## config.mk

```make
export PLATFORM = sky130hd
export DESIGN_NAME = cdb_arbiter
export DESIGN_NICKNAME = d
export VERILOG_FILES = /design/src/tomasulo_pkg.sv /design/src/cdb_arbiter.sv
export SDC_FILE = /design/constraint.sdc
export NUM_CORES = 1
export LEC_CHECK = 0
export CAP_MARGIN = 25
export CORE_ASPECT_RATIO = 0.9
export CORE_UTILIZATION = 55
export CTS_CLUSTER_SIZE = 24
export DETAILED_ROUTE_END_ITERATION = 8
export DONT_BUFFER_PORTS = 1
export GPL_TIMING_DRIVEN = 0
export PLACE_DENSITY = 0.7
export SYNTH_ARGS = -nofsm -noshare
export SYNTH_HDL_FRONTEND = slang
export SYNTH_SLANG_ARGS = --single-unit
```

## constraint.sdc

```tcl
create_clock -name clk -period 1.66 [get_ports clk]
set_clock_uncertainty 0.05 [all_clocks]
set_input_delay 0.498 -clock clk [delete_from_list [all_inputs] [get_ports clk]]
set_output_delay 0.498 -clock clk [all_outputs]
set_load 0.03 [all_outputs]
```

## src/tomasulo_pkg.sv

```systemverilog
package tomasulo_pkg;

  localparam int rob_tag_len = 4;
  localparam int xlen = 32;
  localparam int imm_len = 16;
  localparam int num_regs = 8;
  localparam int reg_idx_len = $clog2(num_regs);
  localparam int rs_depth = 4;
  localparam int rs_idx_len = $clog2(rs_depth);
  localparam int rs_count_len = $clog2(rs_depth + 1);
  localparam int dmem_words = 64;
  localparam int dmem_addr_len = $clog2(dmem_words);

  typedef enum logic [2:0] {
    op_add,
    op_sub,
    op_mul,
    op_addi,
    op_ld,
    op_st
  } op_t;

  typedef struct packed {
    op_t                    op;
    logic [reg_idx_len-1:0] rd;
    logic [reg_idx_len-1:0] rs1;
    logic [reg_idx_len-1:0] rs2;
    logic [imm_len-1:0]     imm;
    logic [rob_tag_len-1:0] rob_tag;
  } instr_t;

  // tag is the producer while ready is low
  typedef struct packed {
    logic [xlen-1:0]        value;
    logic [rob_tag_len-1:0] tag;
    logic                   ready;
  } operand_t;

  typedef struct packed {
    op_t                    op;
    logic [rob_tag_len-1:0] rd_tag;
    logic [imm_len-1:0]     imm;
  } alu_payload_t;

  typedef struct packed {
    logic                   is_store;
    logic [rob_tag_len-1:0] rd_tag;
    logic [imm_len-1:0]     imm;
  } mem_payload_t;

  typedef struct packed {
    logic                   valid;
    logic [rob_tag_len-1:0] rob_tag;
    logic [xlen-1:0]        value;
    logic                   write_reg;
  } cdb_t;

  typedef struct packed {
    logic                   valid;
    logic [rob_tag_len-1:0] rob_tag;
    logic [xlen-1:0]        value;
    logic                   write_reg;
  } fu_result_t;

  function automatic logic [xlen-1:0] sext_imm(logic [imm_len-1:0] imm);
    return {{(xlen - imm_len){imm[imm_len-1]}}, imm};
  endfunction

  // tag 0 never waits, so it never matches
  function automatic logic cdb_hit(cdb_t bus, logic [rob_tag_len-1:0] tag);
    return bus.valid && bus.write_reg && (bus.rob_tag == tag) && (tag != '0);
  endfunction

endpackage

```

## src/cdb_arbiter.sv

```systemverilog
`timescale 1ns/1ps

module cdb_arbiter (
  input  logic                     clk,
  input  logic                     reset,
  input  tomasulo_pkg::fu_result_t alu_result,
  input  tomasulo_pkg::fu_result_t mem_result,
  output logic                     alu_grant,
  output logic                     mem_grant,
  output tomasulo_pkg::cdb_t       cdb
);

  tomasulo_pkg::fu_result_t winner;

  // alu first, memory waits
  assign alu_grant = alu_result.valid;
  assign mem_grant = mem_result.valid && !alu_result.valid;
  assign winner = alu_result.valid ? alu_result : mem_result;

  always_ff @(posedge clk) begin
    if (reset) begin
      cdb.valid <= 1'b0;
    end else begin
      cdb.valid <= alu_grant || mem_grant;
      cdb.rob_tag <= winner.rob_tag;
      cdb.value <= winner.value;
      cdb.write_reg <= winner.write_reg;
    end
  end

endmodule

```

* Word level (Yosys, flattened, before mapping)
Cells that the tools add are included.
** Storage, ports and cells
- Input port bits :: 78
- Register bits after elaboration :: 38
- Output and inout port bits :: 40
- Word-level logic and storage cells :: 8
** Cells by class
- Reductions and logical operators :: 3
- Mux-type cells :: 1
** Operator list (count)
- 37-bit 2-to-1 mux :: 1
- 1-bit logical AND :: 1
- 1-bit logical NOT :: 1
- 1-bit logical OR :: 1

* Longest topological paths before layout
- Word-level depth :: 3
- Mapped depth :: 3
- Depth with buffers taken out :: 1

* Least setup slack after synthesis
No wires, ideal clock.
- Path type :: input-to-output
- Start point :: input port alu_result[37] in the netlist's numbering
- End point :: output port mem_grant
- Slack :: -0.099 ns
- Buffers on the path :: 2
- Arrival time :: 1.211 ns
- Stages on the path :: 3
- Cells stage by stage :: buf_6 buf_6 nor2b_1
** On the way
- Word-level cells in the longest chain between the ends :: 2
** RTL lines
- start, declared :: RTL line cdb_arbiter.sv:6 : input tomasulo_pkg::fu_result_t alu_result,
- 1-bit logical NOT :: RTL line cdb_arbiter.sv:17 : assign mem_grant = mem_result.valid && !alu_result.valid;
- 1-bit logical AND :: RTL line cdb_arbiter.sv:17
- end, declared :: RTL line cdb_arbiter.sv:9 : output logic mem_grant,
No other way between the ends.

* Worst setup path after layout
Ends and elaborated chain as after synthesis.

==> insert_results.sql <==
INSERT INTO impl_metrics (metric_group, metric, value, unit) VALUES
('run_status', 'status', 'completed', ''),
('floorplan', 'floorplan.initialDensity', '0.588', ''),
('critical_path', 'critPathBufInv', '2', ''),
('synth', 'yosysWarningCount', '0', ''),
('critical_path', 'cp.arrival', '1090', 'ps'),
('clock_network', 'numCtsBuffers', '5', ''),
('timing', 'tightest_slew', '746', 'ps'),
('timing', 'setup_viol', '0', ''),
('floorplan', 'io-pin-count', '118', ''),
('synth', 'post_synth_main_area_contributors', 'sky130_fd_sc_hd__edfxtp_1 68%, sky130_fd_sc_hd__mux2_2 20%, sky130_fd_sc_hd__mux2_4 7.3%, sky130_fd_sc_hd__buf_4 1.4%, sky130_fd_sc_hd__buf_6 1.4%', ''),
('synth', 'synth-seq-area-share', '0.688', ''),
('final_layout', 'final_area', '1750', 'um2'),
('clock_network', 'cts-root-buf', 'sky130_fd_sc_hd__clkbuf_4', ''),
('floorplan', 'die_area', '3210', 'um2'),
('clock_network', 'clock_tree_from_tritoncts', 'yes', ''),
('timing', 'grt_setup_unrepaired', 'no', ''),
('synth', 'synth_top_family_by_area', 'multiplexers', ''),
('global_routing', 'number_of_global_route_vias_before_repair', '685', ''),
('place', 'gpl.final_weighted_congestion', '0.635', ''),
('timing', 'fin_crit_sh', '0.985', ''),
('global_routing', 'grt_util_all_layers', '0.150', ''),
('routing', 'post_dr_vias_cell', '5.65', ''),
('routing', 'detail-route-antenna-nets', '0', ''),
('synth', 'netlist_instances', '83', ''),
('final_layout', 'largest_register_ffs', '38', ''),
('final_layout', 'n_antenna_cell', '0', ''),
('critical_path', 'critical_path.endpoint_type', 'primary output', ''),
('min_path', 'hold_path.class', 'in2reg', ''),
('timing', 'slew_viol_final', '0', ''),
('timing', 'totalNegativeSetupSlack', '0', 'ps'),
('synth', 'synth.net_count', '161', ''),
('synth', 'synth_compound_area_frac', '0.00609', ''),
('critical_path', 'timing.critical_path.depth', '3', ''),
('floorplan', 'num_rows', '18', ''),
('critical_path', 'cpPeakStageDelay', '310', 'ps'),
('timing', 'hold_viol_final', '0', ''),
('floorplan', 'design.core.area', '2790', 'um2'),
('routing', 'route.vias.total', '740', ''),
('routing', 'remaining_drc_errors', '0', ''),
('routing', 'totalWireLength', '2530', 'um'),
('final_layout', 'largest_registers', 'cdb x38', ''),
('clock_network', 'cts_htree_levels', '2', ''),
('final_layout', 'largest_register', 'cdb', ''),
('place', 'placed_area', '1700', 'um2'),
('critical_path', 'critical_path_required', '1110', 'ps'),
('timing', 'maximum_frequency_from_static_timing_analysis', '612', 'MHz'),
('synth', 'yosys.area_share.simple', '0.00381', ''),
('critical_path', 'startpoint', 'alu_result[37]', ''),
('routing', 'drtPass1Iterations', '4', ''),
('critical_path', 'cell_mode_on_critical_path', 'sky130_fd_sc_hd__buf_6', ''),
('timing', 'relSlewSlack', '0.502', ''),
('critical_path', 'start_kind', 'input pin', ''),
('clock_network', 'cts_hold_buf', '0', ''),
('global_routing', 'grt_pass1_wl', '3180', 'um'),
('global_routing', 'grt_start_max_net_pins', '38', ''),
('power_and_ir_drop', 'leakagePower', '0.610', 'nW'),
('floorplan', 'dieWidth', '59.6', 'um'),
('global_routing', 'grt_antenna_before_repair', '0', ''),
('critical_path', 'timing.critical_path.slowest_stage_cell', 'sky130_fd_sc_hd__nor2b_2', ''),
('final_layout', 'nets', '168', ''),
('synth', 'netlist-cell-type-count', '9', ''),
('clock_network', 'clock-sinks', '38', ''),
('synth', 'ys_ff_latch', '38', ''),
('routing', 'iteration_0_drc_markers', '12', ''),
('synth', 'yosys.area.top_type', 'sky130_fd_sc_hd__edfxtp_1', ''),
('place', 'number_of_port_buffers', '0', ''),
('power_and_ir_drop', 'power_density', '1110', 'nW/um2'),
('floorplan', 'die_y', '53.9', 'um'),
('critical_path', 'path_cells', 'buf_6 > buf_6 > nor2b_2', ''),
('run', 'maxCapViolations', '0', ''),
('place', 'detailed_place_hpwl', '1850', 'um');
-- kinds of logic (layout without fill, tap and decap cells) --
family / Yosys count / count (layout)
AO/OA/AOI/OAI: 1 / 1
AND/OR/NAND/NOR: 1 / 1
multiplexers: 37 / 37
flip-flops: 38 / 38
buffers and inverters: 6 / 14
-- worst paths after layout --
path                         to
worst max-delay path  mem_grant
worst min-delay path    cdb[37]
-- metrics by stage --
stage	hold slack, ps	power (mW)	utilization	setup WS (ps)	cells
4_1_cts	227	1.95	0.626	17.5	131
3_5_place_dp	589	1.54	0.608	15.2	123
2_1_floorplan	574	1.51	-	51.0	83
5_1_grt	213	2.00	0.626	0.262	131
6_report	240	1.93	0.626	25.5	131
3_3_place_gp	577	1.53	0.608	21.8	123
-- layout make-up --
cell class                      count  area, um2
Inverter                            1       7.51
Clock inverter                      3       11.3
Multi-Input combinational cell     39        465
Tap cell                           40       50.0
Sequential cell                    38       1130
Fill cell                         217       1040
Clock buffer                        5       37.5
Buffer                              5       45.0
-- power by group --
group	total, mW	leakage [nW]	switching [mW]	internal [mW]
combinational	0.144	0.212	0.0590	0.0854
sequential	1.37	0.371	0.204	1.16
clock	0.423	0.0277	0.272	0.151
total	1.93	0.610	0.535	1.40
-- cell usage after synthesis --
master,number
sky130_fd_sc_hd__buf_4,3
sky130_fd_sc_hd__buf_6,2
sky130_fd_sc_hd__dfxtp_1,1
sky130_fd_sc_hd__edfxtp_1,37
sky130_fd_sc_hd__inv_1,1
sky130_fd_sc_hd__mux2_2,29
sky130_fd_sc_hd__mux2_4,8
sky130_fd_sc_hd__nor2b_1,1
sky130_fd_sc_hd__o21ba_2,1
-- layout by cell type, fill, tap and decap left out, drive strengths merged --
| cell | synthesis | routed |
|---|---|---|
| buf | 5 | 5 |
| clkbuf | 0 | 5 |
| clkinv | 0 | 3 |
| clkinvlp | 0 | 1 |
| dfxtp | 1 | 1 |
| edfxtp | 37 | 37 |
| mux2 | 37 | 37 |
| nor2b | 1 | 1 |
| o21ba | 1 | 1 |
-- routing by layer --
metal / vias up / part of all wire / global-route usage / wire [um]
met4: 0 / 0.0059 / 0.0775 / 15
met3: 2 / 0.14 / 0.0962 / 342
li1: 334 / - / - / -
met1: 338 / 0.33 / 0.139 / 836
met5: - / 0 / 0 / 0
met2: 66 / 0.53 / 0.257 / 1330
(Power assumes the default switching activity.)
