==> src/tomasulo_pkg.sv <==
package tomasulo_pkg;

  localparam int rob_tag_len = 4;
  localparam int xlen = 32;
  localparam int imm_len = 16;
  localparam int num_regs = 8;
  localparam int reg_idx_len = $clog2(num_regs);
  localparam int rs_depth = 4;
  localparam int rs_idx_len = $clog2(rs_depth);
  localparam int rs_count_len = $clog2(rs_depth + 1);
  localparam int dmem_words = 64;
  localparam int dmem_addr_len = $clog2(dmem_words);

  typedef enum logic [2:0] {
    op_add,
    op_sub,
    op_mul,
    op_addi,
    op_ld,
    op_st
  } op_t;

  typedef struct packed {
    op_t                    op;
    logic [reg_idx_len-1:0] rd;
    logic [reg_idx_len-1:0] rs1;
    logic [reg_idx_len-1:0] rs2;
    logic [imm_len-1:0]     imm;
    logic [rob_tag_len-1:0] rob_tag;
  } instr_t;

  // tag is the producer while ready is low
  typedef struct packed {
    logic [xlen-1:0]        value;
    logic [rob_tag_len-1:0] tag;
    logic                   ready;
  } operand_t;

  typedef struct packed {
    op_t                    op;
    logic [rob_tag_len-1:0] rd_tag;
    logic [imm_len-1:0]     imm;
  } alu_payload_t;

  typedef struct packed {
    logic                   is_store;
    logic [rob_tag_len-1:0] rd_tag;
    logic [imm_len-1:0]     imm;
  } mem_payload_t;

  typedef struct packed {
    logic                   valid;
    logic [rob_tag_len-1:0] rob_tag;
    logic [xlen-1:0]        value;
    logic                   write_reg;
  } cdb_t;

  typedef struct packed {
    logic                   valid;
    logic [rob_tag_len-1:0] rob_tag;
    logic [xlen-1:0]        value;
    logic                   write_reg;
  } fu_result_t;

  function automatic logic [xlen-1:0] sext_imm(logic [imm_len-1:0] imm);
    return {{(xlen - imm_len){imm[imm_len-1]}}, imm};
  endfunction

  // tag 0 never waits, so it never matches
  function automatic logic cdb_hit(cdb_t bus, logic [rob_tag_len-1:0] tag);
    return bus.valid && bus.write_reg && (bus.rob_tag == tag) && (tag != '0);
  endfunction

endpackage

==> src/mem_unit.sv <==
`timescale 1ns/1ps

module mem_unit (
  input  logic                          clk,
  input  logic                          reset,
  input  logic                          issue_valid,
  input  tomasulo_pkg::mem_payload_t    issue_payload,
  input  logic [tomasulo_pkg::xlen-1:0] issue_a,
  input  logic [tomasulo_pkg::xlen-1:0] issue_b,
  output logic                          busy,
  output tomasulo_pkg::fu_result_t      result,
  input  logic                          grant
);

  logic [tomasulo_pkg::xlen-1:0]          dmem [tomasulo_pkg::dmem_words];
  logic [tomasulo_pkg::xlen-1:0]          ea;
  logic [tomasulo_pkg::dmem_addr_len-1:0] addr;

  // word address wraps around the store
  assign ea = issue_a + tomasulo_pkg::sext_imm(issue_payload.imm);
  assign addr = ea[tomasulo_pkg::dmem_addr_len-1:0];

  assign busy = result.valid && !grant;

  // stores land at issue so a following load sees them
  always_ff @(posedge clk) begin
    if (issue_valid && issue_payload.is_store) begin
      dmem[addr] <= issue_b;
    end
  end

  always_ff @(posedge clk) begin
    if (reset) begin
      result.valid <= 1'b0;
    end else if (issue_valid) begin
      result.valid <= 1'b1;
      result.rob_tag <= issue_payload.rd_tag;
      result.write_reg <= !issue_payload.is_store;
      if (issue_payload.is_store) begin
        result.value <= issue_b;
      end else begin
        result.value <= dmem[addr];
      end
    end else if (grant) begin
      result.valid <= 1'b0;
    end
  end

endmodule

==> config.mk <==
export PLATFORM = sky130hd
export DESIGN_NAME = mem_unit
export DESIGN_NICKNAME = d
export VERILOG_FILES = /design/src/tomasulo_pkg.sv /design/src/mem_unit.sv
export SDC_FILE = /design/constraint.sdc
export NUM_CORES = 2
export LEC_CHECK = 0
export BUFFER_PORTS_ARGS = -buffer_cell sky130_fd_sc_hd__buf_2
export CORE_ASPECT_RATIO = 0.7
export CORE_MARGIN = 1
export CORE_UTILIZATION = 50
export CTS_CLUSTER_DIAMETER = 80
export DETAILED_ROUTE_END_ITERATION = 10
export GPL_TIMING_DRIVEN = 1
export PLACE_DENSITY = 0.77
export SYNTH_ARGS = -nofsm -noshare
export SYNTH_HDL_FRONTEND = slang
export SYNTH_SLANG_ARGS = --single-unit
==> constraint.sdc <==
create_clock -name clk -period 8.3 [get_ports clk]
set_input_delay 2.075 -clock clk [delete_from_list [all_inputs] [get_ports clk]]
set_output_delay 2.075 -clock clk [all_outputs]
set_load 0.05 [all_outputs]
== Word-level counts from Yosys, hierarchy flattened ==
Memory sizes are Yosys's and may differ from the RTL's. A register that Yosys moved wholly into a read port is not among the register bits.
Cells that the tools add are included.
Word-level totals
  memories kept: 1
  word-level logic and storage cells: 16
  register bits after elaboration: 6
  bits in writable memories: 2048
  input port bits: 89
Memory list
  dmem: depth 64, bits a word 32, rd ports 1, clocked after Yosys merged registers in 1, wr ports 1, RTL line mem_unit.sv:15  | logic [tomasulo_pkg::xlen-1:0] dmem [tomasulo_pkg::dmem_words];
Cells by class
  add/subtract/negate cells: 1
  reduce and logical (&&, ||, !) cells: 6
  bitwise gates (word level): 1
  muxes and demuxes: 4
Operators by type and width (count)
  $add A6 B6 Y6: 1
  $mux W1: 4
  $logic_and A1 B1 Y1: 2
  $logic_not A1 Y1: 2
  $reduce_and A2 Y1: 1
  $reduce_bool A2 Y1: 1
  $not A1 Y1: 1

== Longest topological paths before layout ==
  depth in word-level cells: 3
  depth in mapped cells: 11
  mapped depth without buffers: 8

== Worst setup path after synthesis ==
OpenSTA, ideal clock, no wires.
  kind: input-to-reg
  start point: input port issue_payload[0] (netlist bit)
  end point: memory dmem[14][0] (netlist bit), enable pin
  data arrival time: 5.627 ns
  path buffers: 5
  stages: 11
  required time: 7.879 ns
  slack: 2.252 ns
  setup time: 0.421 ns
  cell sequence: ha_1 > fa_1 > buf_2 > buf_2 > buf_2 > buf_2 > buf_2 > nand2_1 > nor2_1 > nand2_1 > nor2_1
On the way
  word-level cells in the longest chain between the ends: 1
RTL lines
  from (decl): RTL line mem_unit.sv:7  | input tomasulo_pkg::mem_payload_t issue_payload,
  $add A6 B6 Y6: RTL line mem_unit.sv:20  | assign ea = issue_a + tomasulo_pkg::sext_imm(issue_payload.imm);
  to (decl): RTL line mem_unit.sv:15
Every way passes these cells.

== Final worst setup path ==
  start point: input port issue_payload[0] (netlist bit)
  end point: register, netlist name result[28]
On the way
  word-level cells in the longest chain between the ends: 1
RTL lines (RTL line)
  $add A6 B6 Y6: mem_unit.sv:20
Every way passes these cells.
A chain may end at the register's enable or synchronous reset.

==> results.toml <==
[status]
status = "completed"

[synth]
synth_top_area_cell = "edfxtp_1"
seq_area_frac_synth_pct = 78.2
synthCells = 3527
synth-seq-cells = 2086
synthArstFlopShare_pct = 0
netlist_top_cells_area = "edfxtp_1, mux4_2, mux2i_1, nand2_1, nand3_1"
postSynthAreaPerCell_um2 = 22.7
ys_types = 37
syn_area_mm2 = 0.0801
yosys_warnings = 0
ys.flop_type = "edfxtp_1"
syn-num-nets = 3622
synth_edf_count = 2085
synth.most_common_cell = "edfxtp_1"
netlist.area_leader.share_pct = 78.2
synthTopCellsByCount = "edfxtp_1, mux4_2, nand2_1, mux2i_1, nand3_1"

[global_routing]
antenna_found_initial = 4
grt-busiest-layer = "met2"
grt_overflow = 0
met1_usage_pct = 35.3
grt_max_degree = 125
grt_pass1_wl_um = 285000
grtUsageMet3_pct = 7.24
grt_pass1_vias = 39000
grt_util_met2_pct = 37.6
gr-usage-all-layers_pct = 25.1

[routing]
viasPerCell = 6.52
drtIter0Drc = 6061
detail-route-antenna-nets = 0
vias = 39000
wl_per_cell_um = 33.6
dr.pass1.iters = 5
drt-total-wl_um = 201000
drc = 0

[setup_path]
critPathArrivalTime_ns = 6.50
path_class = "input port to flop"
worst_setup_path_end_kind = "flop"
crit_path_start_kind = "input port"
rrSetupSlack_ns = 5.25
ff2ff_path_depth = 4
r2r-start = "dmem[20][16]$_DFFE_PP_"
crit_required_ns = 8.79
crit_path_max_fanout = 51
worstReg2RegEnd = "result[17]$_DFFE_PP_"

[cts]
clk_pin_slew_ns = 0.07
post_cts_resized = 0
clockBufferDepth = 3
cts.sinks = 2086
cts_setup_buffers = 0
cts_inserted_buffers = 171
clock_latency_ns = 0.80
cts_root_buf = "clkbuf_16"
cts_tree = "yes"
hold_buffers = 0
htreeDepth = 4

[placed_design]
globalplace.congestion = 0.847
port_buffers = 91
hpwl_um = 107000
place_ws_ns = 1.70

[floorplan]
core_area_mm2 = 0.159
die_w_um = 480
io_pins = 128
die_area_mm2 = 0.162
num_rows = 122
start_util_pct = 50.5
chipHeight_um = 337

[timing]
report.final.slew_viol_count = 0
tightest_slew_ns = 1.37
final.setup.tns_ns = 0
timing.slew.headroom_pct = 8.56
fin_crit_sh_pct = 72.4
max_freq_mhz = 166
finalWorstSetupSlack_ns = 2.29
hold_viol_final = 0
period_needed_ns = 6.01
fin_skew_ns = 0.0274
finalSetupViolCount = 0
rsz0062_at_grt = "no"
holdWs_ns = 0.610

[finish]
fill_cells = 11000
layout.nets = 3842
area_delta_synth_final_pct = 11.6
antennaDiodeCount = 0
drive_above_1_share_pct = 28.2

[min_path]
min_to = "result[37]$_SDFFE_PP0P_"
hold_class = "flop to flop"
min_from = "result[37]$_SDFFE_PP0P_"
holdPathStages = 3

[flow_run]
drv_cap = 0

[pwr]
leakagePower_nw = 28.0
irDropWorstVdd_v = 0.000187
power_density_mw_per_mm2 = 251
placed cells by master (no fill, tap or decap), drive strengths merged, types with 2 or more instances in the layout:
master,instances
edfxtp,2085
clkinvlp,3
buf,238
nand3,128
nor2b,3
inv,5
clkbuf,215
a21o,2
nand2,215
nor2,104
mux2i,160
a31oi,32
mux4,544
ha,5
bufinv,10
a221oi,32
nor3,3
xnor2,4
xor2,3
clkinv,72
a21oi,5
registers in the layout, summed over array words and instances, names as in the netlist:
name    cells
result     38
dmem     2048
critical path: stages:
cell	delay, ns
buf_2	0.11
ha_4	0.16
fa_4	1.14
buf_12	0.35
buf_4	0.43
mux4_2	0.38
mux4_2	0.51
a221oi_1	1.04
a31oi_1	0.18
where the power goes:
part | internal, W | switching (W) | total [W] | leakage, nW
Clock | 0.00425 | 0.00368 | 0.00793 | 2.61
Sequential | 0.0117 | 0.0000380 | 0.0118 | 18.8
Combinational | 0.000982 | 0.00175 | 0.00273 | 6.66
Total | 0.0170 | 0.00547 | 0.0224 | 28.0
cell type report:
| cell class | instances | area, um2 | area share (%) |
|---|---|---|---|
| Sequential cell | 2086 | 62600 | 70.1 |
| Multi-Input combinational cell | 1249 | 17100 | 19.1 |
| Tap cell | 2108 | 2640 | 2.95 |
| Clock buffer | 215 | 4610 | 5.16 |
| Timing Repair Buffer | 238 | 1720 | 1.93 |
| Clock inverter | 89 | 702 | 0.785 |
| Inverter | 1 | 3.75 | 0.00420 |
worst max path at each step:
stage	start	end	slack, ns
finish	issue_payload[0]	result[28]$_DFFE_PP_	2.29
global route	issue_a[0]	result[28]$_DFFE_PP_	2.24
CTS	issue_payload[0]	result[28]$_DFFE_PP_	2.55
detailed placement	issue_payload[0]	result[28]$_DFFE_PP_	1.70
global placement	issue_payload[0]	result[28]$_DFFE_PP_	1.71
floorplan	issue_payload[0]	dmem[14][0]$_DFFE_PP_	2.25
cell families after synthesis:
family	synth area share, %
xor gates and xnor gates	0.0765
adders and majority gates	0.103
muxes	17.3
and+or+nand+nor	2.40
buffers and inverters	1.22
DFF	78.2
AOI/OAI and AO/OA	0.714
per-stage QoR:
step	area [um2]	utilization, %	cells	total power (W)
finish	89400	56.4	5986	0.0224
global placement	84100	53.0	5682	0.0146
CTS	89400	56.4	5986	0.0224
floorplan	80100	-	3527	0.0136
global route	89400	56.4	5986	0.0229
detailed placement	84100	53.0	5682	0.0147
routing by layer:
metal | share of wire [%] | routed length [um] | vias up
met5 | 0.0065 | 13 | -
met4 | 3.6 | 7330 | 2
met3 | 14 | 28200 | 394
met2 | 46 | 91800 | 2909
met1 | 37 | 74000 | 20400
li1 | - | - | 15300
Power figures use the tool's default switching activity.
