**src/tomasulo_pkg.sv**
```systemverilog
package tomasulo_pkg;

  localparam int rob_tag_len = 4;
  localparam int xlen = 32;
  localparam int imm_len = 16;
  localparam int num_regs = 8;
  localparam int reg_idx_len = $clog2(num_regs);
  localparam int rs_depth = 4;
  localparam int rs_idx_len = $clog2(rs_depth);
  localparam int rs_count_len = $clog2(rs_depth + 1);
  localparam int dmem_words = 64;
  localparam int dmem_addr_len = $clog2(dmem_words);

  typedef enum logic [2:0] {
    op_add,
    op_sub,
    op_mul,
    op_addi,
    op_ld,
    op_st
  } op_t;

  typedef struct packed {
    op_t                    op;
    logic [reg_idx_len-1:0] rd;
    logic [reg_idx_len-1:0] rs1;
    logic [reg_idx_len-1:0] rs2;
    logic [imm_len-1:0]     imm;
    logic [rob_tag_len-1:0] rob_tag;
  } instr_t;

  // tag is the producer while ready is low
  typedef struct packed {
    logic [xlen-1:0]        value;
    logic [rob_tag_len-1:0] tag;
    logic                   ready;
  } operand_t;

  typedef struct packed {
    op_t                    op;
    logic [rob_tag_len-1:0] rd_tag;
    logic [imm_len-1:0]     imm;
  } alu_payload_t;

  typedef struct packed {
    logic                   is_store;
    logic [rob_tag_len-1:0] rd_tag;
    logic [imm_len-1:0]     imm;
  } mem_payload_t;

  typedef struct packed {
    logic                   valid;
    logic [rob_tag_len-1:0] rob_tag;
    logic [xlen-1:0]        value;
    logic                   write_reg;
  } cdb_t;

  typedef struct packed {
    logic                   valid;
    logic [rob_tag_len-1:0] rob_tag;
    logic [xlen-1:0]        value;
    logic                   write_reg;
  } fu_result_t;

  function automatic logic [xlen-1:0] sext_imm(logic [imm_len-1:0] imm);
    return {{(xlen - imm_len){imm[imm_len-1]}}, imm};
  endfunction

  // tag 0 never waits, so it never matches
  function automatic logic cdb_hit(cdb_t bus, logic [rob_tag_len-1:0] tag);
    return bus.valid && bus.write_reg && (bus.rob_tag == tag) && (tag != '0);
  endfunction

endpackage

```
**src/reservation_station.sv**
```systemverilog
`timescale 1ns/1ps

module reservation_station #(
  parameter type payload_t = tomasulo_pkg::alu_payload_t,
  parameter bit  in_order  = 1'b0
) (
  input  logic                          clk,
  input  logic                          reset,
  input  logic                          alloc,
  input  payload_t                      alloc_payload,
  input  tomasulo_pkg::operand_t        alloc_src1,
  input  tomasulo_pkg::operand_t        alloc_src2,
  output logic                          full,
  input  tomasulo_pkg::cdb_t            cdb,
  input  logic                          fu_busy,
  output logic                          issue_valid,
  output payload_t                      issue_payload,
  output logic [tomasulo_pkg::xlen-1:0] issue_a,
  output logic [tomasulo_pkg::xlen-1:0] issue_b
);

  typedef struct packed {
    logic                                valid;
    logic [tomasulo_pkg::rs_idx_len-1:0] age;
    payload_t                            payload;
    tomasulo_pkg::operand_t              src1;
    tomasulo_pkg::operand_t              src2;
  } entry_t;

  entry_t entries [tomasulo_pkg::rs_depth];
  logic [tomasulo_pkg::rs_count_len-1:0] count;
  logic [tomasulo_pkg::rs_depth-1:0]     ready_vec;
  logic                                  found;
  logic [tomasulo_pkg::rs_idx_len-1:0]   sel;
  logic [tomasulo_pkg::rs_idx_len-1:0]   free_idx;
  logic [tomasulo_pkg::rs_idx_len-1:0]   new_age;

  // age 0 is the oldest entry in program order
  always_comb begin
    for (int i = 0; i < tomasulo_pkg::rs_depth; i++) begin
      ready_vec[i] = entries[i].valid && entries[i].src1.ready && entries[i].src2.ready &&
                     (!in_order || entries[i].age == '0);
    end
  end

  // oldest ready entry
  always_comb begin
    found = 1'b0;
    sel = '0;
    for (int i = 0; i < tomasulo_pkg::rs_depth; i++) begin
      if (ready_vec[i] && (!found || entries[i].age < entries[sel].age)) begin
        found = 1'b1;
        sel = tomasulo_pkg::rs_idx_len'(i);
      end
    end
  end

  always_comb begin
    free_idx = '0;
    for (int i = tomasulo_pkg::rs_depth - 1; i >= 0; i--) begin
      if (!entries[i].valid) begin
        free_idx = tomasulo_pkg::rs_idx_len'(i);
      end
    end
  end

  assign full = (count == tomasulo_pkg::rs_count_len'(tomasulo_pkg::rs_depth));
  assign new_age = tomasulo_pkg::rs_idx_len'(count - tomasulo_pkg::rs_count_len'(issue_valid));

  assign issue_valid = found && !fu_busy;
  assign issue_payload = entries[sel].payload;
  assign issue_a = entries[sel].src1.value;
  assign issue_b = entries[sel].src2.value;

  always_ff @(posedge clk) begin
    if (reset) begin
      for (int i = 0; i < tomasulo_pkg::rs_depth; i++) begin
        entries[i].valid <= 1'b0;
      end
      count <= '0;
    end else begin
      for (int i = 0; i < tomasulo_pkg::rs_depth; i++) begin
        // wakeup from the broadcast
        if (!entries[i].src1.ready && tomasulo_pkg::cdb_hit(cdb, entries[i].src1.tag)) begin
          entries[i].src1.value <= cdb.value;
          entries[i].src1.ready <= 1'b1;
        end
        if (!entries[i].src2.ready && tomasulo_pkg::cdb_hit(cdb, entries[i].src2.tag)) begin
          entries[i].src2.value <= cdb.value;
          entries[i].src2.ready <= 1'b1;
        end
        // younger entries move up one place
        if (issue_valid && entries[i].valid && entries[i].age > entries[sel].age) begin
          entries[i].age <= entries[i].age - 1'b1;
        end
      end
      if (issue_valid) begin
        entries[sel].valid <= 1'b0;
      end
      if (alloc) begin
        entries[free_idx].valid <= 1'b1;
        entries[free_idx].age <= new_age;
        entries[free_idx].payload <= alloc_payload;
        entries[free_idx].src1 <= alloc_src1;
        entries[free_idx].src2 <= alloc_src2;
      end
      count <= count + tomasulo_pkg::rs_count_len'(alloc) -
               tomasulo_pkg::rs_count_len'(issue_valid);
    end
  end

endmodule

```
**config.mk**
```make
export PLATFORM = sky130hd
export DESIGN_NAME = reservation_station
export DESIGN_NICKNAME = d
export VERILOG_FILES = /design/src/tomasulo_pkg.sv /design/src/reservation_station.sv
export SDC_FILE = /design/constraint.sdc
export NUM_CORES = 1
export LEC_CHECK = 0
export ABC_AREA = 1
export BUFFER_PORTS_ARGS = -buffer_cell sky130_fd_sc_hd__clkbuf_2
export CAP_MARGIN = 0
export CELL_PAD_IN_SITES_DETAIL_PLACEMENT = 0
export CELL_PAD_IN_SITES_GLOBAL_PLACEMENT = 1
export CORE_UTILIZATION = 30
export DETAILED_ROUTE_END_ITERATION = 10
export PLACE_DENSITY = 0.65
export SYNTH_ARGS = -nofsm -noshare
export SYNTH_HDL_FRONTEND = slang
export SYNTH_SLANG_ARGS = --single-unit
```
**constraint.sdc**
```tcl
create_clock -name clk -period 7.4 [get_ports clk]
set_clock_uncertainty 0.1 [all_clocks]
set_input_delay 1.11 -clock clk [delete_from_list [all_inputs] [get_ports clk]]
set_output_delay 1.11 -clock clk [all_outputs]
set_load 0.1 [all_outputs]
```
# --- Word-level counts from Yosys, hierarchy flattened ---
# Memories as Yosys holds them, arrays and structs flattened.
# Cells that the tools add are included.
totals:
  ramBits: 400
  elab_cells: 148
  ff_bits: 3
  out_inout_bits: 89
  mem_count: 1
  inputBits: 139
mem_list:
  columns: ["memory", "words", "width", "read_ports", "rd_clocked_by_memory_dff", "write_ports", "line", "source"]
  rows:
  - ["entries", 4, 100, 7, 0, 6, "reservation_station.sv:30", "entry_t entries [tomasulo_pkg::rs_depth];"]
classes:
  order_cmp: 7
  mux: 55
  add_sub_neg: 7
  n_eq_ne: 9
  reduce_logical: 68
op_table:
  columns: ["op", "n"]
  rows:
  - ["$mux W1", 49]
  - ["$logic_and A1 B1 Y1", 45]
  - ["$eq A4 B4 Y1", 8]
  - ["$reduce_bool A4 Y1", 8]
  - ["$logic_not A1 Y1", 12]
  - ["$mux W2", 6]
  - ["$gt A2 B2 Y1", 4]
  - ["$sub A2 B1 Y2 const B", 4]
  - ["$lt A2 B2 Y1", 3]
  - ["$add A3 B1 Y3", 1]
  - ["$eq A3 B3 Y1 const B", 1]
  - ["$logic_or A1 B1 Y1", 3]
  - ["$sub A3 B1 Y3", 1]
  - ["$sub A2 B1 Y2", 1]

# --- Depth between registers and ports, before layout ---
# An unclocked memory read counts as a cell.
logic_depth:
  depth_word: 24
  mapped_depth: 32
  mapped_depth_nobuf: 32

# --- Worst setup path before layout ---
# Ideal clock, no wire load.
synth_path:
  path_type: "input -> register"
  start: "in reset"
  end: "mem entries[2][10] in the netlist's numbering (enable)"
  t_arrival_ps: 4993
  required_ps: 6910
  n_path_buf: 1
  setup_slack_ps: 1917
  setup_time_ps: 390
  cell_stages: 6
  path_cell_list: "inv_1 nand2_1 nor3_1 inv_1 clkbuf_1 nand2_1"
synth_lines:
  columns: ["element", "line", "source"]
  rows:
  - ["start, declared", "reservation_station.sv:8", "input logic reset,"]
  - ["end, declared", "reservation_station.sv:30", null]

==> metrics.yaml <==
status: "finished, final reports clean"
setup_ws_ns: 0.942
worstPathMaxFanout: 37
drt_iter0_markers: 884
synth_area_mm2: 0.0177
start_util_pct: 30.5
ant_nets: 0
synth_top_area_share_pct: 65.9
whs_endpoint: "entries[3][0]"
gp_congestion: 0.790
reg2reg_to: "entries[2][98]"
drive_gt1_share_pct: 18.1
routed_wl_mm: 52.5
synth_top_area_cell: "edfxtp_1"
hold_path.class: "reg2reg"
cp-end-kind: "output pin"
dp_hpwl_mm: 33.5
synth_area_leaders: "edfxtp_1 66%, nand2_1 11%, o21ai_0 7.8%"
antenna_found_initial: 6
ff_latch_area_mm2: 0.0120
peakVddDrop_v: 0.000175
grt_usage_pct: 17.4
post-place-ws_ns: 1.49
ctsResizeCount: 0
cts_tree: "done"
wl_met3_mm: 3.35
insertion_delay_ns: 0.58
top_layer_used: "met5"
synth_nets: 1787
worstHoldStart: "entries[3][0]"
multi_input_area_mm2: 0.00493
dr.pass1.iters: 5
root_buffer: "clkbuf_16"
fin_crit_sh_pct: 87.3
slew_violations: 0
max_freq_mhz: 155
worstSetupPathType: "reg2out"
ys_seq_area_share_pct: 67.6
cts_made_buffers: 44
reg2reg_slack_ns: 1.60
async_flop_share_pct: 0
num_rows: 88
area_delta_synth_final_pct: 18.9
hold_depth: 2
ys.flop_type: "edfxtp_1"
nFillCells: 5783
post_cts.repair.setup_buffers: 0
cts.sinks: 403
dp.cells: 2569
die_h_um: 245
fp.dieArea_mm2: 0.0599
via_count: 12900
rsz0062_at_grt: "false"
finalHoldViolations: 0
grt-ovfl-total: 0
finalSetupViolCount: 0
ff2ff_path_depth: 31
crit_required_ns: 6.19
grt_max_degree: 101
fp.dieW_um: 245
fin_crit_ns: 6.46
htree_levels: 2
wl_met2_mm: 24.5
layoutNonFillerInstCount: 2653
yosysMostFrequentCell: "nand2_1"
synth_top_cells_by_count: "539 x nand2_1, 388 x edfxtp_1, 276 x o21ai_0"
design_area_mm2: 0.0210
maxCapViolations: 0
powerDensity_mw_per_mm2: 283
tightestPinTransition_ns: 1.11
design.portCount: 228
synth_edf_count: 388
start_kind: "flip-flop"
relSlewSlack_pct: 25.8
core_mm2: 0.0579
crit_arrival_ns: 5.25
placed_cell_area_mm2: 0.0196
via_per_inst: 4.86
avgSynthCellArea_um2: 10.8
ctsLongestPathBuffers: 3
fin_tns_setup_ns: 0
wire_per_inst_um: 19.8
grt_pass1_wl_mm: 77.4
r2r_start: "entries[0][98]"
postCtsHoldBufs: 0
synth_cell_type_count: 33
nets: 2001
synth_seq_cells: 403
grt_pass1_vias: 12600
yosys_warnings: 0
synthCells: 1636
met1Wirelength_mm: 23.2
power_leakage_nw: 8.06
path_clk_slew_ns: 0.06
drc_errors: 0
io_buffers: 227
==> how the worst max path moves through the flow <==
stage	startpoint	endpoint	cells past startpoint	slack, ns
after floorplan	reset	entries[2][10]	6	1.92
after global placement	entries[0][98]	issue_payload[8]	27	1.44
after detailed placement	entries[0][98]	issue_payload[8]	27	1.49
after CTS	entries[0][98]	issue_payload[8]	27	0.84
after global routing	entries[0][98]	issue_payload[8]	27	0.44
final	entries[0][98]	issue_a[11]	27	0.94
==> metal layers <==
metal | track usage (%) | up-vias
met1 | 23.0 | 6223
li1 | - | 6174
met2 | 28.2 | 391
met4 | 5.74 | 6
met3 | 3.62 | 88
met5 | 0 | -
==> kinds of logic (layout without fill, tap and decap cells) <==
family,count (synthesis),count (layout),synth area share [%]
AOI/OAI and AO/OA,309,309,9.25
xor gates and xnor gates,24,24,1.19
adders and majority gates,12,12,0.892
buffers and inverters,195,445,4.74
DFF,403,403,67.6
other,0,2,0
and+or+nand+nor,693,693,16.3
==> critical path: stages (launching register included) <==
cell and delay [ns]:
edfxtp_1 0.47, inv_1 0.11, ha_1 0.22, nand2_1 0.07, nand2_1 0.05, nand2_1 0.10, nand2_2 0.08, o21ai_0 0.22
ha_1 0.27, nand2_1 0.07, nand2_1 0.04, nand2_1 0.07, nand2_1 0.07, inv_1 0.13, nand2_1 0.08, o21ai_0 0.08
inv_1 0.06, ha_1 0.26, nand2_1 0.06, nand2_1 0.06, nand2_2 0.08, nand2_4 0.10, nand2_2 0.11, clkinv_2 0.59
buf_4 0.48, nand2_1 0.09, nand4_1 0.19, clkbuf_2 0.44
==> where the power goes <==
group | total, mW | switching [mW] | leakage [nW] | internal, mW
Sequential | 2.66 | 0.0389 | 3.66 | 2.62
Combinational | 1.11 | 0.916 | 3.72 | 0.194
Clock | 2.17 | 0.920 | 0.684 | 1.25
Total | 5.93 | 1.88 | 8.06 | 4.06
==> registers in the layout (all words and copies together) (netlist names) <==
register	cells
count	3
entries	400
==> per-stage QoR <==
step                util, %  hold WS (ns)  power, mW
finish                 36.3         0.427       5.93
global route           36.3         0.480       6.14
CTS                    36.3         0.446       5.99
detailed placement     33.8         0.425       3.83
global placement       33.8         0.403       3.82
floorplan                 -         0.359       3.54
==> area by class of cell <==
class / count / share of cell area (%)
sequential: 403 / 56.9
multi-input combinational: 1038 / 23.5
timing repair buffer: 252 / 6.30
clock buffer: 56 / 5.46
tap: 765 / 4.56
inverter: 111 / 2.02
clock inverter: 26 / 1.27
antenna: 2 / 0.0238
==> layout by cell type, fill, tap and decap left out, types with 4 or more instances in the layout <==
| cell type | n |
|---|---|
| inv_1 | 103 |
| xor2_1 | 9 |
| bufinv_16 | 4 |
| ha_1 | 11 |
| clkbuf_16 | 44 |
| nand3_1 | 13 |
| clkinv_2 | 13 |
| nor2_1 | 35 |
| nand4_1 | 87 |
| nand2_1 | 529 |
| o2111ai_1 | 7 |
| dfxtp_1 | 15 |
| a21oi_1 | 4 |
| nor3_1 | 9 |
| buf_4 | 25 |
| a31oi_1 | 5 |
| clkbuf_1 | 12 |
| edfxtp_1 | 388 |
| clkbuf_2 | 227 |
| clkinv_1 | 8 |
| xnor2_1 | 15 |
| o21ai_0 | 276 |
| nand2_2 | 13 |
| o22a_1 | 4 |
| a2111oi_0 | 7 |
(Power assumes the default switching activity.)
