`src/tomasulo_pkg.sv`:
```
package tomasulo_pkg;

  localparam int rob_tag_len = 4;
  localparam int xlen = 32;
  localparam int imm_len = 16;
  localparam int num_regs = 8;
  localparam int reg_idx_len = $clog2(num_regs);
  localparam int rs_depth = 4;
  localparam int rs_idx_len = $clog2(rs_depth);
  localparam int rs_count_len = $clog2(rs_depth + 1);
  localparam int dmem_words = 64;
  localparam int dmem_addr_len = $clog2(dmem_words);

  typedef enum logic [2:0] {
    op_add,
    op_sub,
    op_mul,
    op_addi,
    op_ld,
    op_st
  } op_t;

  typedef struct packed {
    op_t                    op;
    logic [reg_idx_len-1:0] rd;
    logic [reg_idx_len-1:0] rs1;
    logic [reg_idx_len-1:0] rs2;
    logic [imm_len-1:0]     imm;
    logic [rob_tag_len-1:0] rob_tag;
  } instr_t;

  // tag is the producer while ready is low
  typedef struct packed {
    logic [xlen-1:0]        value;
    logic [rob_tag_len-1:0] tag;
    logic                   ready;
  } operand_t;

  typedef struct packed {
    op_t                    op;
    logic [rob_tag_len-1:0] rd_tag;
    logic [imm_len-1:0]     imm;
  } alu_payload_t;

  typedef struct packed {
    logic                   is_store;
    logic [rob_tag_len-1:0] rd_tag;
    logic [imm_len-1:0]     imm;
  } mem_payload_t;

  typedef struct packed {
    logic                   valid;
    logic [rob_tag_len-1:0] rob_tag;
    logic [xlen-1:0]        value;
    logic                   write_reg;
  } cdb_t;

  typedef struct packed {
    logic                   valid;
    logic [rob_tag_len-1:0] rob_tag;
    logic [xlen-1:0]        value;
    logic                   write_reg;
  } fu_result_t;

  function automatic logic [xlen-1:0] sext_imm(logic [imm_len-1:0] imm);
    return {{(xlen - imm_len){imm[imm_len-1]}}, imm};
  endfunction

  // tag 0 never waits, so it never matches
  function automatic logic cdb_hit(cdb_t bus, logic [rob_tag_len-1:0] tag);
    return bus.valid && bus.write_reg && (bus.rob_tag == tag) && (tag != '0);
  endfunction

endpackage

```
`src/dispatch_stage.sv`:
```
`timescale 1ns/1ps

module dispatch_stage (
  input  logic                        clk,
  input  logic                        reset,
  input  logic                        in_valid,
  input  tomasulo_pkg::instr_t        in_instr,
  output logic                        in_ready,
  input  tomasulo_pkg::cdb_t          cdb,
  input  logic                        alu_full,
  input  logic                        mem_full,
  output logic                        alu_alloc,
  output logic                        mem_alloc,
  output tomasulo_pkg::alu_payload_t  alu_payload,
  output tomasulo_pkg::mem_payload_t  mem_payload,
  output tomasulo_pkg::operand_t      src1,
  output tomasulo_pkg::operand_t      src2
);

  logic [tomasulo_pkg::rob_tag_len-1:0] reg_tag [tomasulo_pkg::num_regs];
  logic [tomasulo_pkg::xlen-1:0]        reg_value [tomasulo_pkg::num_regs];
  logic is_mem;
  logic accept;
  logic writes_rd;

  // register read with bypass from the current broadcast
  function automatic tomasulo_pkg::operand_t rename(
    logic [tomasulo_pkg::rob_tag_len-1:0] tag,
    logic [tomasulo_pkg::xlen-1:0]        value,
    tomasulo_pkg::cdb_t                   bus
  );
    tomasulo_pkg::operand_t op;
    op.value = value;
    op.tag = tag;
    op.ready = (tag == '0);
    if (tomasulo_pkg::cdb_hit(bus, tag)) begin
      op.value = bus.value;
      op.ready = 1'b1;
    end
    return op;
  endfunction

  assign is_mem = (in_instr.op == tomasulo_pkg::op_ld) || (in_instr.op == tomasulo_pkg::op_st);
  assign writes_rd = (in_instr.op != tomasulo_pkg::op_st);
  assign in_ready = is_mem ? !mem_full : !alu_full;
  assign accept = in_valid && in_ready;
  assign alu_alloc = accept && !is_mem;
  assign mem_alloc = accept && is_mem;

  assign alu_payload.op = in_instr.op;
  assign alu_payload.rd_tag = in_instr.rob_tag;
  assign alu_payload.imm = in_instr.imm;
  assign mem_payload.is_store = (in_instr.op == tomasulo_pkg::op_st);
  assign mem_payload.rd_tag = in_instr.rob_tag;
  assign mem_payload.imm = in_instr.imm;

  always_comb begin
    src1 = rename(reg_tag[in_instr.rs1], reg_value[in_instr.rs1], cdb);
    src2 = rename(reg_tag[in_instr.rs2], reg_value[in_instr.rs2], cdb);
    if (in_instr.op == tomasulo_pkg::op_addi) begin
      src2 = '{value: tomasulo_pkg::sext_imm(in_instr.imm), tag: '0, ready: 1'b1};
    end else if (in_instr.op == tomasulo_pkg::op_ld) begin
      // loads have no second source
      src2 = '{value: '0, tag: '0, ready: 1'b1};
    end
  end

  always_ff @(posedge clk) begin
    if (reset) begin
      for (int i = 0; i < tomasulo_pkg::num_regs; i++) begin
        reg_tag[i] <= '0;
        reg_value[i] <= '0;
      end
    end else begin
      for (int i = 0; i < tomasulo_pkg::num_regs; i++) begin
        if (tomasulo_pkg::cdb_hit(cdb, reg_tag[i])) begin
          reg_value[i] <= cdb.value;
          reg_tag[i] <= '0;
        end
      end
      // a new rename wins over a same-cycle write-back
      if (accept && writes_rd) begin
        reg_tag[in_instr.rd] <= in_instr.rob_tag;
      end
    end
  end

endmodule

```
`config.mk`:
```
export PLATFORM = sky130hd
export DESIGN_NAME = dispatch_stage
export DESIGN_NICKNAME = d
export VERILOG_FILES = /design/src/tomasulo_pkg.sv /design/src/dispatch_stage.sv
export SDC_FILE = /design/constraint.sdc
export NUM_CORES = 1
export LEC_CHECK = 0
export ABC_AREA = 1
export BUFFER_PORTS_ARGS = -buffer_cell sky130_fd_sc_hd__buf_2
export CAP_MARGIN = 20
export CORE_ASPECT_RATIO = 1.75
export CORE_MARGIN = 3
export CORE_UTILIZATION = 59
export CTS_CLUSTER_SIZE = 24
export DETAILED_ROUTE_END_ITERATION = 10
export GPL_ROUTABILITY_DRIVEN = 0
export PLACE_DENSITY = 0.8
export SLEW_MARGIN = 30
export SYNTH_ARGS = -nofsm -noshare
export SYNTH_HDL_FRONTEND = slang
export SYNTH_SLANG_ARGS = --single-unit
```
`constraint.sdc`:
```
create_clock -name clk -period 7.1 [get_ports clk]
set_clock_uncertainty 0.05 [all_clocks]
set_input_delay 0.355 -clock clk [delete_from_list [all_inputs] [get_ports clk]]
set_output_delay 0.355 -clock clk [all_outputs]
set_load 0.02 [all_outputs]
```
; Word-level counts from Yosys, hierarchy flattened
; Memories as Yosys holds them, arrays and structs flattened.
; Cells that the tools add are included.
[totals]
ff_bits = 0
ramBits = 288
n_memories = 2
elab_cells = 125
inputBits = 75
output_inout_bits = 121
[classes]
eq_ne = 14
n_mux = 52
n_reduce_logical = 41
bitwise = 16
[mem_list]
columns = name, depth, width, read_ports, rd_ports_with_merged_regs, wr, line
row1 = reg_value, 8, 32, 2, 0, 8, dispatch_stage.sv:21  ; logic [tomasulo_pkg::xlen-1:0] reg_value [tomasulo_pkg::num_regs];
row2 = reg_tag, 8, 4, 10, 0, 9, dispatch_stage.sv:20  ; logic [tomasulo_pkg::rob_tag_len-1:0] reg_tag [tomasulo_pkg::num_regs];
[ops]
columns = op, count
row1 = $mux W32, 10
row2 = $mux W37, 2
row3 = $eq A4 B4 Y1, 10
row4 = $reduce_bool A4 Y1, 10
row5 = $mux W1, 32
row6 = $mux W4, 8
row7 = $logic_and A1 B1 Y1, 25
row8 = $or A1 B1 Y1, 16
row9 = $logic_not A4 Y1, 2
row10 = $eq A3 B3 Y1 const B, 2
row11 = $eq A3 B2 Y1 const B, 1
row12 = $logic_not A1 Y1, 3
row13 = $ne A3 B3 Y1 const B, 1
row14 = $logic_or A1 B1 Y1, 1

; Longest topological paths before layout
; Gate-level depths: netlist (run 1).
[depth]
word_depth = 8
depth_mapped = 15
mapped_depth_nobuf = 14

; Least setup slack after synthesis (run 1)
; OpenSTA, ideal clock, no wires.
[synth_timing]
path_kind = input port to flip-flop
from = input cdb[37] (netlist bit)
to = memory reg_value[5][0] (netlist bit), enable pin
required_time_ns = 6.661
n_path_buf = 1
setup_ns = 0.389
slack_ns = 4.451
cell_stages = 7
t_arrival_ns = 2.210
path_cell_list = nand2_1 -> inv_1 -> o21ai_0 -> a2111oi_0 -> inv_1 -> clkbuf_1 -> nand2_1
[synth_lines]
columns = item, line
row1 = start: declaration, dispatch_stage.sv:9  ; input tomasulo_pkg::cdb_t cdb,
row2 = end: declaration, dispatch_stage.sv:21

==> impl_metrics.env, run 1 <==
export IMPL_end_kind="primary output"
export IMPL_cts_root_buf="clkbuf_16"
export IMPL_synth_edf_count=288
export IMPL_finalSetupViolCount=0
export IMPL_clkTransAtPathRegs_ns=0.07
export IMPL_hold_violations=0
export IMPL_fp_row_count=82
export IMPL_cpPeakStageDelay_ns=0.83
export IMPL_synth_async_reset_ratio=0
export IMPL_power_leakage_nw=7.75
export IMPL_critPathSlowestCell="nand3_4"
export IMPL_final_layout_size_suffix_gt1_frac=0.136
export IMPL_dr_pass1_iters=9
export IMPL_routed_wirelength_mm=56.7
export IMPL_synth_avg_cell_area_um2=8.07
export IMPL_die_w_um=136
export IMPL_vias_per_cell=6.49
export IMPL_final_util=0.655
export IMPL_htree_levels=1
export IMPL_nets=2275
export IMPL_hold_class="in2reg"
export IMPL_crit_top_cell="nand2_1"
export IMPL_vias=16900
export IMPL_cp_required_ns=6.69
export IMPL_drcViolationCount=0
export IMPL_first_iter_violations=2321
export IMPL_worstSetupPathType="in2out"
export IMPL_grt_util_all_layers=0.347
export IMPL_core_area_mm2=0.0288
export IMPL_netlist_cell_type_count=40
export IMPL_dpl_hpwl_mm=33.3
export IMPL_status="finished, final reports clean"
export IMPL_cp_start_kind="primary input"
export IMPL_grt_antenna_before_repair=0
export IMPL_arrival_ns=4.21
export IMPL_start_util=0.601
export IMPL_fin_crit_ns=4.62
export IMPL_wl_per_cell_um=21.8
export IMPL_clock_sinks=288
export IMPL_slew_viol_final=0
export IMPL_cts_tree="yes"
export IMPL_slew_headroom=0.290
export IMPL_path_cells="buf_4 > clkinv_2 > o21ai_0 > nand2_1 > nand2_1 > nand2_1 > nor2_1 > nand3_2 > nand3_4 > nand2_1 > nand2_1 > buf_2"
export IMPL_cp_max_fo=56
export IMPL_max_clock_freq_mhz=217
export IMPL_antenna_cells=0
export IMPL_total_power_mw=4.20
export IMPL_ys_ff_latch=288
export IMPL_p_per_area_mw_per_mm2=223
export IMPL_ios=196
export IMPL_cts_made_buffers=26
export IMPL_grt_max_degree=103
export IMPL_rsz0062_at_grt="no"
export IMPL_yosys_most_used_dff="edfxtp_1"
export IMPL_worst_pin_slew_ns=1.04
export IMPL_cts_setup_buffers=0
export IMPL_io_buffers=195
export IMPL_finalCritPeriodShare=0.650
export IMPL_grt_first_pass_wirelength_mm=85.2
export IMPL_ir_worst_vdd_mv=0.171
export IMPL_syn_nets=2223
export IMPL_overflow=0
export IMPL_synth_sequential_area_ratio=0.499
export IMPL_die_area_mm2=0.0315
export IMPL_synth_area_mm2=0.0173
export IMPL_clk_path_buf_depth=3
export IMPL_fin_setup_tns_ns=0
export IMPL_ctsResizeCount=0
export IMPL_drv_cap=0
export IMPL_layout_area_overhead_vs_synth_pct=9.01
export IMPL_fp_dieH_um=233
export IMPL_grt_pass1_vias=16100
export IMPL_drtAntennaViolNets=0
export IMPL_ys_warnings_count=0
export IMPL_ctsHoldBuffers=0
export IMPL_clk_latency_ns=0.55
export IMPL_synthCells=2148
[state kept, by name (all words and copies together), names as in the netlist]
signal and cells:
reg_tag 32, reg_value 256
[metrics by stage]
stage	hold slack, ns	cell area, um^2	setup slack, ns	instances
final	0.147	18900	2.48	2598
after detailed placement	0.713	18000	2.74	2548
after global placement	0.704	18000	2.78	2548
after floorplan	0.574	17300	4.45	2148
after CTS	0.138	18800	2.74	2596
after global routing	0.166	18900	2.36	2598
[report_power, final]
group	internal, mW	switching, mW
combinational	0.209	0.544
clock	0.810	0.646
sequential	1.95	0.0432
[per-layer routing]
layer | global-route usage | part of all wire | vias up
met5 | 0 | 0 | -
met4 | 0.243 | 0.073 | 0
met3 | 0.0489 | 0.11 | 356
met2 | 0.579 | 0.49 | 1367
met1 | 0.408 | 0.33 | 7729
li1 | - | - | 7420
[logic make-up after synthesis]
logic type	Yosys count	synth area share
AND/OR/NAND/NOR	1035	0.243
AO/OA/AOI/OAI	478	0.161
buffers and inverters	336	0.0908
flip-flops	288	0.499
XOR/XNOR	11	0.00556
[cells in the mapped netlist, drive strengths merged (3+ instances only)]
cell | n | share of area
a21oi | 52 | 0.015
a221oi | 3 | 0.0015
a31oi | 3 | 0.0011
a32o | 32 | 0.018
buf | 104 | 0.041
clkbuf | 100 | 0.022
edfxtp | 288 | 0.50
inv | 130 | 0.028
nand2 | 382 | 0.084
nand3 | 110 | 0.034
nand4 | 34 | 0.013
nor2 | 501 | 0.11
nor3 | 3 | 0.00087
nor4 | 3 | 0.0011
o2111ai | 4 | 0.0020
o211ai | 7 | 0.0030
o21ai | 302 | 0.087
o221ai | 33 | 0.017
o22ai | 38 | 0.014
xnor2 | 4 | 0.0020
xor2 | 7 | 0.0035
[area by class of cell]
cell class                 instances  area (um^2)
fill                            2375         9940
sequential                       288         8650
multi-input combinational       1524         7120
timing repair buffer             228         1280
clock buffer                      29          683
inverter                         132          499
tap                              378          473
clock inverter                    19          190
[cells in the final DEF, fill, tap and decap left out, drive strengths merged]
master    instances
buf             228
clkbuf           29
o2111ai           4
a21oi            52
or2               2
o221ai           33
bufinv            3
nor2            501
clkinvlp          2
o31ai             2
a2111oi           2
nand4            34
nand3           110
o21ai           302
o22ai            38
a221oi            3
o211ai            7
a32o             32
inv             127
nand2           382
a31oi             3
xor2              7
xnor2             4
nor4              3
clkinv           19
nor3              3
edfxtp          288
[critical path: cells and delay by family]
| family | cells | cell delay, ns |
|---|---|---|
| AOI/OAI and AO/OA | 1 | 0.32 |
| buffers and inverters | 3 | 1.32 |
| and+or+nand+nor | 8 | 2.15 |
[path summary, 6_finish.rpt]
check                     start          endpoint  slack, ns  depth (start not counted)
setup / recovery   in_instr[23]          src1[23]       2.48                         12
hold reg to reg   reg_tag[7][3]     reg_tag[7][3]       0.86                          2
hold / removal          cdb[12]  reg_value[7][11]       0.15                          3
setup reg to reg  reg_tag[2][1]  reg_value[2][18]       4.01                          8
Note: power is estimated with default switching activity, not from simulation.
==> run 2, diff against run 1 <==
clock period = 4.6 ns   (was 7.1 ns; I/O delays follow)
==> impl_metrics.env, run 2 (synthesis results as in run 1) <==
export IMPL_status="finished, final reports clean"
export IMPL_r2r_end="reg_value[5][18]"
export IMPL_cp_start_kind="primary input"
export IMPL_sw_frac_of_total=0.295
export IMPL_antenna_cells=0
export IMPL_finalSetupViolCount=0
export IMPL_cts_root_buf="clkbuf_16"
export IMPL_critPathSlowestCell="nand3_4"
export IMPL_worst_pin_slew_ns=0.993
export IMPL_largest_reg_flops=256
export IMPL_clkTransAtPathRegs_ns=0.07
export IMPL_pre_cts_ws_ns=0.946
export IMPL_clk_path_buf_depth=3
export IMPL_dr_pass1_iters=8
export IMPL_grt_pass1_vias=16400
export IMPL_fin_setup_tns_ns=0
export IMPL_path_cells="buf_4 > clkinv_2 > o21ai_0 > nand2_1 > nand2_1 > nand2_1 > nor2_1 > nand3_2 > nand3_4 > nand2_1 > nand2_1 > buf_2"
export IMPL_slew_viol_final=0
export IMPL_pwr_share_comb=0.182
export IMPL_routed_wirelength_mm=57.0
export IMPL_cp_required_ns=4.32
export IMPL_wl_met1_mm=18.5
export IMPL_start_util=0.601
export IMPL_clock_power_share=0.338
export IMPL_cpPeakStageDelay_ns=0.67
export IMPL_end_kind="primary output"
export IMPL_fin_crit_ns=3.81
export IMPL_grt_first_pass_wirelength_mm=86.4
export IMPL_top_register="reg_value"
export IMPL_worstSetupPathType="in2out"
export IMPL_fp_row_count=82
export IMPL_crit_top_cell="nand2_1"
export IMPL_wl_per_cell_um=21.9
export IMPL_power_leakage_nw=7.74
export IMPL_drv_cap=0
export IMPL_max_clock_freq_mhz=262
export IMPL_ctsResizeCount=0
export IMPL_p_per_area_mw_per_mm2=340
export IMPL_wl_met2_mm=27.8
export IMPL_switching_power_mw=1.90
export IMPL_cts_tree="yes"
export IMPL_startpoint="in_instr[23]"
export IMPL_hold_start="cdb[24]"
export IMPL_finalWorstSetupSlack_ns=0.789
export IMPL_htree_levels=1
export IMPL_arrival_ns=3.53
export IMPL_ios=196
export IMPL_final_layout_size_suffix_gt1_frac=0.136
export IMPL_nets=2283
export IMPL_ff2ff_path_depth=8
export IMPL_slew_headroom=0.337
export IMPL_nFillCells=2388
export IMPL_highest_signal_layer="met4"
export IMPL_largestRegisters="reg_value (256), reg_tag (32)"
export IMPL_die_w_um=136
export IMPL_final_util=0.655
export IMPL_rsz0062_at_grt="no"
export IMPL_finalCritPeriodShare=0.828
export IMPL_cp_max_fo=51
export IMPL_r2r_slack_ns=1.28
export IMPL_power_internal_mw=4.52
export IMPL_cts_made_buffers=26
export IMPL_first_iter_violations=2216
export IMPL_io_buffers=195
export IMPL_grt_util_all_layers=0.351
export IMPL_drcViolationCount=0
export IMPL_die_area_mm2=0.0315
export IMPL_clock_sinks=288
export IMPL_seqCellArea_mm2=0.00865
export IMPL_core_area_mm2=0.0288
export IMPL_most_common_layout_cells="497 x nor2_1, 375 x nand2_1, 296 x o21ai_0"
export IMPL_layout_commonest_cell="nor2_1"
export IMPL_hold_class="in2reg"
export IMPL_overflow=0
export IMPL_r2r_start="reg_tag[5][0]"
export IMPL_layout_area_overhead_vs_synth_pct=8.91
export IMPL_grt_max_degree=85
export IMPL_drtAntennaViolNets=0
export IMPL_multiInputGateArea_mm2=0.00712
export IMPL_route_met3_wl_mm=6.53
export IMPL_clk_latency_ns=0.55
export IMPL_ir_worst_vdd_mv=0.303
export IMPL_p_seq_frac=0.480
export IMPL_cts_setup_buffers=0
export IMPL_fp_dieH_um=233
export IMPL_hold_violations=0
export IMPL_dpl_hpwl_mm=35.4
export IMPL_vias=17000
export IMPL_min_to="reg_value[6][23]"
export IMPL_ctsHoldBuffers=0
export IMPL_whs_path_depth=3
export IMPL_vias_per_cell=6.52
export IMPL_grt_antenna_before_repair=0
run 2: metrics by stage:
stage	area (um^2)	hold slack [ns]	instances	power (mW)
floorplan	17300	0.449	2148	3.89
global placement	18000	0.589	2558	4.24
detailed placement	18000	0.591	2558	4.27
CTS	18900	0.0181	2606	6.38
global route	18900	0.0443	2606	6.60
finish	18900	0.0221	2606	6.42
run 2: metal layers:
layer / GRT usage / vias up
li1: - / 7431
met1: 0.407 / 7875
met2: 0.594 / 1365
met3: 0.0541 / 320
met4: 0.241 / 0
met5: 0 / -
run 2: area by class of cell:
| type | count | area share |
|---|---|---|
| Sequential cell | 288 | 0.458 |
| Tap cell | 378 | 0.0251 |
| Clock buffer | 31 | 0.0366 |
| Inverter | 132 | 0.0265 |
| Timing Repair Buffer | 236 | 0.0691 |
| Clock inverter | 17 | 0.00716 |
| Multi-Input combinational cell | 1524 | 0.377 |
run 2: power groups by stage:
| stage | Clock [mW] | Combinational, mW | Sequential [mW] |
|---|---|---|---|
| 3_5_place_dp | 0 | 1.14 | 3.13 |
| 6_report | 2.17 | 1.17 | 3.08 |
| 3_3_place_gp | 0 | 1.12 | 3.12 |
| 4_1_cts | 2.16 | 1.14 | 3.08 |
| 5_1_grt | 2.26 | 1.26 | 3.09 |
| 2_1_floorplan | 0 | 0.781 | 3.11 |
run 2: how the worst max path moves through the flow:
stage | to | slack, ns | cells after the start
final | src1[17] | 0.79 | 12
after global placement | src1[33] | 1.07 | 12
after floorplan | reg_value[4][0] | 2.02 | 6
after global routing | src1[8] | 0.71 | 12
after detailed placement | src1[17] | 0.95 | 12
after CTS | src1[17] | 0.92 | 12
run 2: worst max-delay path: cells and delay by family:
kind	cells	cell delay, ns
AND/OR/NAND/NOR	8	1.78
buffers and inverters	3	0.91
AO/OA/AOI/OAI	1	0.58
